$ cat src/common/i2c_pkg.sv
/*
 * Shared I2C master definitions: width typedefs, APB request/response
 * structs, command/result structs and register offsets
 */
package i2c_pkg;

    typedef logic [7:0] byte_t;      // One data byte on the bus
    typedef logic [6:0] i2c_addr_t;  // 7-bit target address
    typedef logic [7:0] apb_addr_t;  // APB byte address

    typedef struct packed {
        logic      psel;
        logic      penable;
        logic      pwrite;
        apb_addr_t paddr;
        logic [31:0] pwdata;
    } apb_req_t;                     // 43 bits

    typedef struct packed {
        logic [31:0] prdata;
        logic        pready;
        logic        pslverr;
    } apb_rsp_t;                     // 34 bits

    typedef struct packed {
        i2c_addr_t target;
        logic      rw;               // 1 = read
        byte_t     tx_data;
    } i2c_cmd_t;                     // 16 bits

    typedef struct packed {
        byte_t rx_data;
        logic  nack;
    } i2c_result_t;                  // 9 bits

    localparam apb_addr_t REG_CTRL   = 8'h00;  // start, rw, target
    localparam apb_addr_t REG_TXDATA = 8'h04;
    localparam apb_addr_t REG_RXDATA = 8'h08;  // Read-only
    localparam apb_addr_t REG_STATUS = 8'h0C;  // Read-only busy, done and nack

endpackage
$ cat src/i2c_ctrl_top.sv
/*
 * APB I2C master top: register block, SCL generator and byte FSM
 */
`timescale 1ns/1ps

module i2c_ctrl_top #(
    parameter int unsigned CLK_DIV = 4  // clk cycles per SCL quarter
) (
    input  logic               clk,
    input  logic               rst,
    input  i2c_pkg::apb_req_t  apb_req,
    output i2c_pkg::apb_rsp_t  apb_rsp,
    output logic               scl_oe,   // Pull SCL low
    output logic               sda_oe,   // Pull SDA low
    input  logic               sda_in
);

    i2c_pkg::i2c_cmd_t    cmd;
    logic                 cmd_valid;
    logic                 busy;
    logic                 done_pulse;
    i2c_pkg::i2c_result_t result;
    logic                 run;
    logic                 scl_low;
    logic                 drive_en;
    logic                 sample_en;

    apb_i2c_regs u_regs (
        .clk        (clk),
        .rst        (rst),
        .apb_req    (apb_req),
        .apb_rsp    (apb_rsp),
        .cmd        (cmd),
        .cmd_valid  (cmd_valid),
        .busy       (busy),
        .done_pulse (done_pulse),
        .result     (result)
    );

    i2c_scl_gen #(
        .CLK_DIV (CLK_DIV)
    ) u_scl_gen (
        .clk       (clk),
        .rst       (rst),
        .run       (run),
        .scl_low   (scl_low),
        .drive_en  (drive_en),
        .sample_en (sample_en)
    );

    i2c_byte_fsm u_fsm (
        .clk        (clk),
        .rst        (rst),
        .cmd        (cmd),
        .cmd_valid  (cmd_valid),
        .scl_low    (scl_low),
        .drive_en   (drive_en),
        .sample_en  (sample_en),
        .sda_in     (sda_in),
        .run        (run),
        .busy       (busy),
        .done_pulse (done_pulse),
        .result     (result),
        .scl_oe     (scl_oe),
        .sda_oe     (sda_oe)
    );

endmodule

$ cat src/apb_i2c_regs.sv
/*
 * APB register block: CTRL, TXDATA, RXDATA and STATUS decode,
 * start pulse generation and sticky done/nack status
 */
`timescale 1ns/1ps

module apb_i2c_regs (
    input  logic                  clk,
    input  logic                  rst,
    input  i2c_pkg::apb_req_t     apb_req,
    output i2c_pkg::apb_rsp_t     apb_rsp,
    output i2c_pkg::i2c_cmd_t     cmd,
    output logic                  cmd_valid,
    input  logic                  busy,
    input  logic                  done_pulse,
    input  i2c_pkg::i2c_result_t  result
);

    logic              access;      // APB access cycle
    logic              hit_ctrl;
    logic              hit_tx;
    logic              hit_rx;
    logic              hit_status;
    logic              wr_ok;       // Writable offset
    logic              rd_ok;       // Readable offset
    logic              wr_en;
    logic [31:0]       rdata;

    i2c_pkg::i2c_addr_t ctrl_target;
    logic               ctrl_rw;
    i2c_pkg::byte_t     tx_q;
    i2c_pkg::byte_t     rx_q;       // Last received byte
    logic               done_q;     // Sticky until next accept
    logic               nack_q;

    assign access     = apb_req.psel && apb_req.penable;
    assign hit_ctrl   = (apb_req.paddr == i2c_pkg::REG_CTRL);
    assign hit_tx     = (apb_req.paddr == i2c_pkg::REG_TXDATA);
    assign hit_rx     = (apb_req.paddr == i2c_pkg::REG_RXDATA);
    assign hit_status = (apb_req.paddr == i2c_pkg::REG_STATUS);
    assign wr_ok      = hit_ctrl || hit_tx;
    assign rd_ok      = wr_ok || hit_rx || hit_status;
    assign wr_en      = access && apb_req.pwrite && wr_ok;

    always_ff @(posedge clk or posedge rst) begin
        if (rst) begin
            ctrl_target <= '0;
            ctrl_rw     <= 1'b0;
            tx_q        <= '0;
            cmd_valid   <= 1'b0;
        end else begin
            cmd_valid <= 1'b0;
            if (wr_en && hit_ctrl) begin
                ctrl_target <= apb_req.pwdata[14:8];
                ctrl_rw     <= apb_req.pwdata[1];
                cmd_valid   <= apb_req.pwdata[0] && !busy;  // Drop start while busy
            end
            if (wr_en && hit_tx) tx_q <= apb_req.pwdata[7:0];
        end
    end

    // Status capture from FSM
    always_ff @(posedge clk or posedge rst) begin
        if (rst) begin
            rx_q   <= '0;
            done_q <= 1'b0;
            nack_q <= 1'b0;
        end else if (done_pulse) begin
            rx_q   <= result.rx_data;
            nack_q <= result.nack;
            done_q <= 1'b1;
        end else if (cmd_valid) begin
            done_q <= 1'b0;  // Command accepted
            nack_q <= 1'b0;
        end
    end

    always_comb begin
        rdata = '0;
        if (hit_ctrl) begin
            rdata[14:8] = ctrl_target;
            rdata[1]    = ctrl_rw;  // start reads 0
        end else if (hit_tx) begin
            rdata[7:0] = tx_q;
        end else if (hit_rx) begin
            rdata[7:0] = rx_q;
        end else if (hit_status) begin
            rdata[2:0] = {nack_q, done_q, busy};
        end
    end

    assign apb_rsp.prdata  = rdata;
    assign apb_rsp.pready  = 1'b1;  // No wait states
    assign apb_rsp.pslverr = access && (apb_req.pwrite ? !wr_ok : !rd_ok);

    assign cmd.target  = ctrl_target;
    assign cmd.rw      = ctrl_rw;
    assign cmd.tx_data = tx_q;

endmodule

$ cat src/i2c_master/i2c_byte_fsm.sv
/*
 * I2C transaction FSM: START, address + rw byte, ACK check, one data
 * byte written or read, master ACK and STOP; SDA input synchronizer
 */
`timescale 1ns/1ps

module i2c_byte_fsm (
    input  logic                  clk,
    input  logic                  rst,
    input  i2c_pkg::i2c_cmd_t     cmd,
    input  logic                  cmd_valid,
    input  logic                  scl_low,
    input  logic                  drive_en,
    input  logic                  sample_en,
    input  logic                  sda_in,
    output logic                  run,
    output logic                  busy,
    output logic                  done_pulse,
    output i2c_pkg::i2c_result_t  result,
    output logic                  scl_oe,
    output logic                  sda_oe
);

    typedef enum logic [3:0] {
        IDLE,        // Bus free, waiting for a command
        START,       // SDA low, SCL released
        ADDR,        // Address + rw, MSB first
        ADDR_ACK,    // Target ACK after address
        WRITE,       // Data byte out
        WRITE_ACK,   // Target ACK after data
        READ,        // Data byte in
        MASTER_ACK,  // Master ACKs the read byte
        STOP         // SDA low, then released with SCL high
    } master_state_t;

    master_state_t state;

    logic          sda_meta;  // Synchronizer stage 1
    logic          sda_sync;  // Synchronizer stage 2
    logic [2:0]    bit_cnt;   // Bit index, counts down
    i2c_pkg::byte_t shift_q;  // Out or in shift register
    i2c_pkg::byte_t tx_byte;  // Data byte for WRITE
    logic          rw_q;      // 1 = read transfer

    always_ff @(posedge clk or posedge rst) begin
        if (rst) begin
            sda_meta <= 1'b1;  // Idle bus reads high
            sda_sync <= 1'b1;
        end else begin
            sda_meta <= sda_in;
            sda_sync <= sda_meta;
        end
    end

    // Main FSM steps on sample_en and drives SDA on drive_en
    always_ff @(posedge clk or posedge rst) begin
        if (rst) begin
            state      <= IDLE;
            run        <= 1'b0;
            sda_oe     <= 1'b0;
            done_pulse <= 1'b0;
            bit_cnt    <= '0;
            result     <= '0;
        end else begin
            done_pulse <= 1'b0;
            case (state)
                IDLE: begin
                    if (cmd_valid) begin
                        state       <= START;
                        run         <= 1'b1;
                        sda_oe      <= 1'b1;  // SDA falls while SCL high
                        bit_cnt     <= 3'd7;
                        result.nack <= 1'b0;
                    end
                end
                START: begin
                    if (sample_en) state <= ADDR;  // SCL stays up until quarter 0
                end
                ADDR: begin
                    if (drive_en) sda_oe <= ~shift_q[7];  // Pull low for a 0
                    if (sample_en) begin
                        if (bit_cnt == 3'd0) state <= ADDR_ACK;
                        else bit_cnt <= bit_cnt - 3'd1;
                    end
                end
                ADDR_ACK: begin
                    if (drive_en) sda_oe <= 1'b0;  // Hand SDA to target
                    if (sample_en) begin
                        if (sda_sync) begin
                            result.nack <= 1'b1;  // No target at address
                            state       <= STOP;
                        end else begin
                            bit_cnt <= 3'd7;
                            state   <= rw_q ? READ : WRITE;
                        end
                    end
                end
                WRITE: begin
                    if (drive_en) sda_oe <= ~shift_q[7];
                    if (sample_en) begin
                        if (bit_cnt == 3'd0) state <= WRITE_ACK;
                        else bit_cnt <= bit_cnt - 3'd1;
                    end
                end
                WRITE_ACK: begin
                    if (drive_en) sda_oe <= 1'b0;
                    if (sample_en) begin
                        result.nack <= sda_sync;
                        state       <= STOP;
                    end
                end
                READ: begin
                    if (drive_en) sda_oe <= 1'b0;  // Target drives data
                    if (sample_en) begin
                        if (bit_cnt == 3'd0) begin
                            result.rx_data <= {shift_q[6:0], sda_sync};
                            state          <= MASTER_ACK;
                        end else begin
                            bit_cnt <= bit_cnt - 3'd1;
                        end
                    end
                end
                MASTER_ACK: begin
                    if (drive_en) sda_oe <= 1'b1;  // ACK the byte
                    if (sample_en) state <= STOP;
                end
                STOP: begin
                    if (drive_en) sda_oe <= 1'b1;  // Low under SCL low
                    if (sample_en) begin
                        sda_oe     <= 1'b0;  // SDA rises with SCL high
                        run        <= 1'b0;
                        done_pulse <= 1'b1;
                        state      <= IDLE;
                    end
                end
                default: state <= IDLE;
            endcase
        end
    end

    // Command latch and shift register
    always_ff @(posedge clk) begin
        if (state == IDLE && cmd_valid) begin
            shift_q <= {cmd.target, cmd.rw};
            tx_byte <= cmd.tx_data;
            rw_q    <= cmd.rw;
        end else if (drive_en && (state == ADDR || state == WRITE)) begin
            shift_q <= {shift_q[6:0], 1'b0};  // MSB first
        end else if (sample_en && state == ADDR_ACK) begin
            shift_q <= tx_byte;  // Preload data byte
        end else if (sample_en && state == READ) begin
            shift_q <= {shift_q[6:0], sda_sync};
        end
    end

    assign busy = (state != IDLE);

    // SCL held released through START
    assign scl_oe = run && scl_low && (state != START);

endmodule

$ cat src/i2c_master/i2c_scl_gen.sv
/*
 * SCL timing generator: quarter-period counter, SCL low/high waveform
 * and one-cycle drive and sample enables for the byte FSM
 */
`timescale 1ns/1ps

module i2c_scl_gen #(
    parameter int unsigned CLK_DIV = 4  // clk cycles per SCL quarter
) (
    input  logic clk,
    input  logic rst,
    input  logic run,        // High from START to STOP
    output logic scl_low,    // Pull SCL low
    output logic drive_en,   // Start of quarter 0
    output logic sample_en   // Start of quarter 3
);

    localparam int PW = (CLK_DIV > 1) ? $clog2(CLK_DIV) : 1;
    localparam logic [PW-1:0] PHASE_LAST = PW'(CLK_DIV - 1);

    localparam logic [1:0] Q_DRIVE  = 2'd0;  // SCL low, SDA may change
    localparam logic [1:0] Q_SAMPLE = 2'd3;  // SCL high, SDA stable

    logic [PW-1:0] phase;    // clk count inside a quarter
    logic [1:0]    quarter;  // Quarter of the current bit
    logic          q_start;  // First clk of any quarter

    always_ff @(posedge clk or posedge rst) begin
        if (rst) begin
            phase   <= '0;
            quarter <= '0;
        end else if (!run) begin
            phase   <= '0;  // Park at start of quarter 0
            quarter <= '0;
        end else if (phase == PHASE_LAST) begin
            phase   <= '0;
            quarter <= quarter + 2'd1;  // Wraps to next bit
        end else begin
            phase <= phase + 1'b1;
        end
    end

    assign q_start   = run && (phase == '0);
    assign drive_en  = q_start && (quarter == Q_DRIVE);
    assign sample_en = q_start && (quarter == Q_SAMPLE);

    // Quarters 0 and 1 low, 2 and 3 high; released while idle
    assign scl_low = run && !quarter[1];

endmodule

$ cat config.mk
export PLATFORM = sky130hd
export DESIGN_NAME = i2c_ctrl_top
export DESIGN_NICKNAME = d
export VERILOG_FILES = /design/src/common/i2c_pkg.sv /design/src/i2c_ctrl_top.sv /design/src/apb_i2c_regs.sv /design/src/i2c_master/i2c_byte_fsm.sv /design/src/i2c_master/i2c_scl_gen.sv
export SDC_FILE = /design/constraint.sdc
export NUM_CORES = 1
export LEC_CHECK = 0
export CORE_UTILIZATION = 60
export DETAILED_ROUTE_END_ITERATION = 7
export DONT_BUFFER_PORTS = 1
export PLACE_DENSITY = 0.79
export SLEW_MARGIN = 10
export SYNTH_ARGS = -nofsm -noshare
export SYNTH_HDL_FRONTEND = slang
export SYNTH_SLANG_ARGS = --single-unit
$ cat constraint.sdc
create_clock -name clk -period 3.65 [get_ports clk]
set_clock_uncertainty 0.05 [all_clocks]
set_input_delay 0.1825 -clock clk [delete_from_list [all_inputs] [get_ports clk]]
set_output_delay 0.1825 -clock clk [all_outputs]
set_load 0.03 [all_outputs]
==> flow_metrics.tcl <==
set metrics [dict create \
    crit_fanout 20 \
    cts_resized 0 \
    cts_setup_buffers 0 \
    routed_wl_um 7220 \
    synth_edf_count 17 \
    cts_sinks 69 \
    min_path_type "in -> reg" \
    drive_gt1_share_pct 18.1 \
    synthDominantCellAreaShare_pct 35.7 \
    dpl_worst_slack_ps 1510 \
    fin_crit_ps 2390 \
    remaining_drc_errors 0 \
    antenna_cells 0 \
    required_ps 3420 \
    timing.rr.end "u_fsm.shift_q[3]" \
    synth_top_area_cell "dfrtp_1" \
    yosysMostFrequentCell "dfrtp_1" \
    die_y_um 78.4 \
    track_usage_pct 25.8 \
    max-vdd-ir-drop_mv 0.405 \
    cp_cell_sequence "nor2_1 -> a211oi_1" \
    tightest_slew_ps 1070 \
    cts-htree-levels 3 \
    core_area_mm2 0.00557 \
    antenna_found_initial 0 \
    slew_violations 0 \
    gp_congestion 0.808 \
    area_delta_synth_final_pct 10.0 \
    clockRootBuffer "clkbuf_8" \
    relSlewSlack_pct 28.5 \
    crit_path_end_kind "output port" \
    rsz0062_at_grt "no" \
    critPathLaunch "u_fsm.state[2]" \
    post-dp-hpwl_um 4670 \
    max_freq_mhz 418 \
    die_x_um 78.4 \
    hold_viol_final 0 \
    outcome "completed" \
    cts.clk_slew.worst_paths_ps 70 \
    setup_viol 0 \
    slowest_delay_ps 870 \
    synth-seq-cells 69 \
    path_delay_family "compound AO/OA/AOI/OAI gates" \
    yosysWarnings 0 \
    setup_tns_ps 0 \
    cp_slowest_cell "a211oi_1" \
    crit_type "reg -> out" \
    synth_flop_cell "dfrtp_1" \
    drt_iter0_drc 165 \
    first_pass_iters 4 \
    setup_ws_ps 1260 \
    ys_types 58 \
    finalCritPeriodShare_pct 65.6 \
    nNetsFinal 368 \
    netlist_area_mm2 0.00350 \
    rrSetupSlack_ps 1400 \
    portBuffers 0 \
    syn_avg_cell_area_um2 11.6 \
    p_leak_nw 1.76 \
    die_area_mm2 0.00614 \
    ant_nets 0 \
    viasPerCell 6.01 \
    cts_tree "built" \
    overflow 0 \
    critPathLaunchType "flop" \
    initial_core_util_pct 62.8 \
    syn_inst 303 \
    crit_buf_inv 0 \
    cp.depth 2 \
    r2r-start "u_fsm.state[0]" \
    grt_max_degree 53 \
    insertion_delay_ps 340 \
    synth_commonest_cells "dfrtp_1 (50), mux2_2 (28), nor2_1 (23)" \
    rows 27 \
    vias 2360 \
    pin_count 82 \
    synthArstFlopShare_pct 75.4 \
    p_per_area_mw_per_mm2 418 \
    synth_seq_area_share_pct 51.8 \
    cts_buffers 9 \
    clock_path_buffers 2 \
    maxCapViolCount 0 \
    arrival_ps 2160 \
    worstSetupEndpoint "scl_oe" \
    routedWlPerCell_um 18.4 \
    rr_worst_depth 4 \
    grt_pass1_vias 2270 \
    grt_pass1_wl_um 11700 \
    yosys-top-cells-area "dfrtp_1 (36%), edfxtp_1 (15%), mux2_2 (9.0%)" \
]
-- through the flow --
step           std cells  instance area, um2  hold WS, ps  utilization [%]  total power, mW
2_1_floorplan        319                3560          137                -            0.880
3_3_place_gp         360                3440          137             61.8            0.869
3_5_place_dp         360                3440          137             61.8            0.870
4_1_cts              393                3850          102             69.1             1.61
5_1_grt              393                3850          107             69.1             1.66
6_report             393                3850          102             69.1             1.61
-- routing by layer --
| metal | vias to the layer above | wire length, um | track usage [%] |
|---|---|---|---|
| met3 | 15 | 470 | 5.35 |
| met1 | 1167 | 3150 | 34.6 |
| met5 | - | 0 | 0 |
| li1 | 1066 | - | - |
| met2 | 112 | 3400 | 40.4 |
| met4 | 0 | 199 | 12.2 |
-- flip-flops by register name (all words and copies together), names as in the netlist, 2 cells and up --
| signal | cells |
|---|---|
| u_fsm.bit_cnt | 3 |
| u_regs.tx_q | 8 |
| u_fsm.shift_q | 8 |
| u_regs.ctrl_target | 7 |
| u_scl_gen.phase | 2 |
| u_fsm.state | 4 |
| u_fsm.result | 9 |
| u_scl_gen.quarter | 2 |
| u_fsm.tx_byte | 8 |
| u_regs.rx_q | 8 |
-- cell usage in the layout (no fill, tap or decap), drive strengths merged, types with 3 or more instances in the layout --
master | synthesis | layout
nor2b | 6 | 6
nand2 | 18 | 18
a21oi | 8 | 8
nor2 | 23 | 23
bufinv | 0 | 3
nand4 | 3 | 3
mux2i | 9 | 9
o21ai | 15 | 15
inv | 16 | 16
clkbuf | 3 | 9
dlygate4sd3 | 0 | 17
dfrtp | 50 | 50
ha | 6 | 6
a22oi | 7 | 7
and2 | 8 | 8
nor3 | 5 | 5
edfxtp | 17 | 17
conb | 2 | 18
and3 | 5 | 5
mux2 | 35 | 35
-- logic make-up after synthesis --
logic type,count (synthesis),share of synthesized area (%)
adders and majority gates,6,2.14
muxes,45,14.5
DFF,69,51.8
AOI/OAI and AO/OA,52,10.1
and+or+nand+nor,80,13.1
other,2,0.215
buffers and inverters,47,7.65
xor gates and xnor gates,2,0.500
-- report_power, final --
part / total, mW / switching, mW / internal (mW)
Combinational: 0.0712 / 0.0507 / 0.0205
Sequential: 0.799 / 0.00597 / 0.794
Clock: 0.740 / 0.290 / 0.450
Total: 1.61 / 0.347 / 1.26
-- worst min-delay path by stage --
| stage | from | to | slack, ps | cells past startpoint |
|---|---|---|---|---|
| after floorplan | sda_in | u_fsm.sda_meta | 140 | 0 |
| after CTS | apb_req[35] | u_regs.cmd_valid | 100 | 2 |
| after global placement | sda_in | u_fsm.sda_meta | 140 | 0 |
| final | apb_req[35] | u_regs.cmd_valid | 100 | 2 |
| after detailed placement | sda_in | u_fsm.sda_meta | 140 | 0 |
| after global routing | apb_req[35] | u_regs.cmd_valid | 110 | 2 |
-- worst reg2reg max path, stage by stage (launching register included) --
cell     delay, ps
dfrtp_1        600
nor4_1         570
nand2_1        240
inv_2          350
o21ai_0        170
-- timing repair --
item | 4_1_cts | 5_1_grt
hold buffers | 17 | 0
endpoints found under the setup margin | 0 | 0
endpoints found under the hold margin | 68 | 0
-- final cells by class --
class                           instances  area [um2]
Multi-Input combinational cell        203        1480
Fill cell                             369        1720
Timing Repair Buffer                   17         170
Tap cell                               72        90.1
Inverter                               16        60.1
Clock buffer                            9         124
Clock inverter                          7         114
Sequential cell                        69        1810
Note: power is estimated with default switching activity, not from simulation.
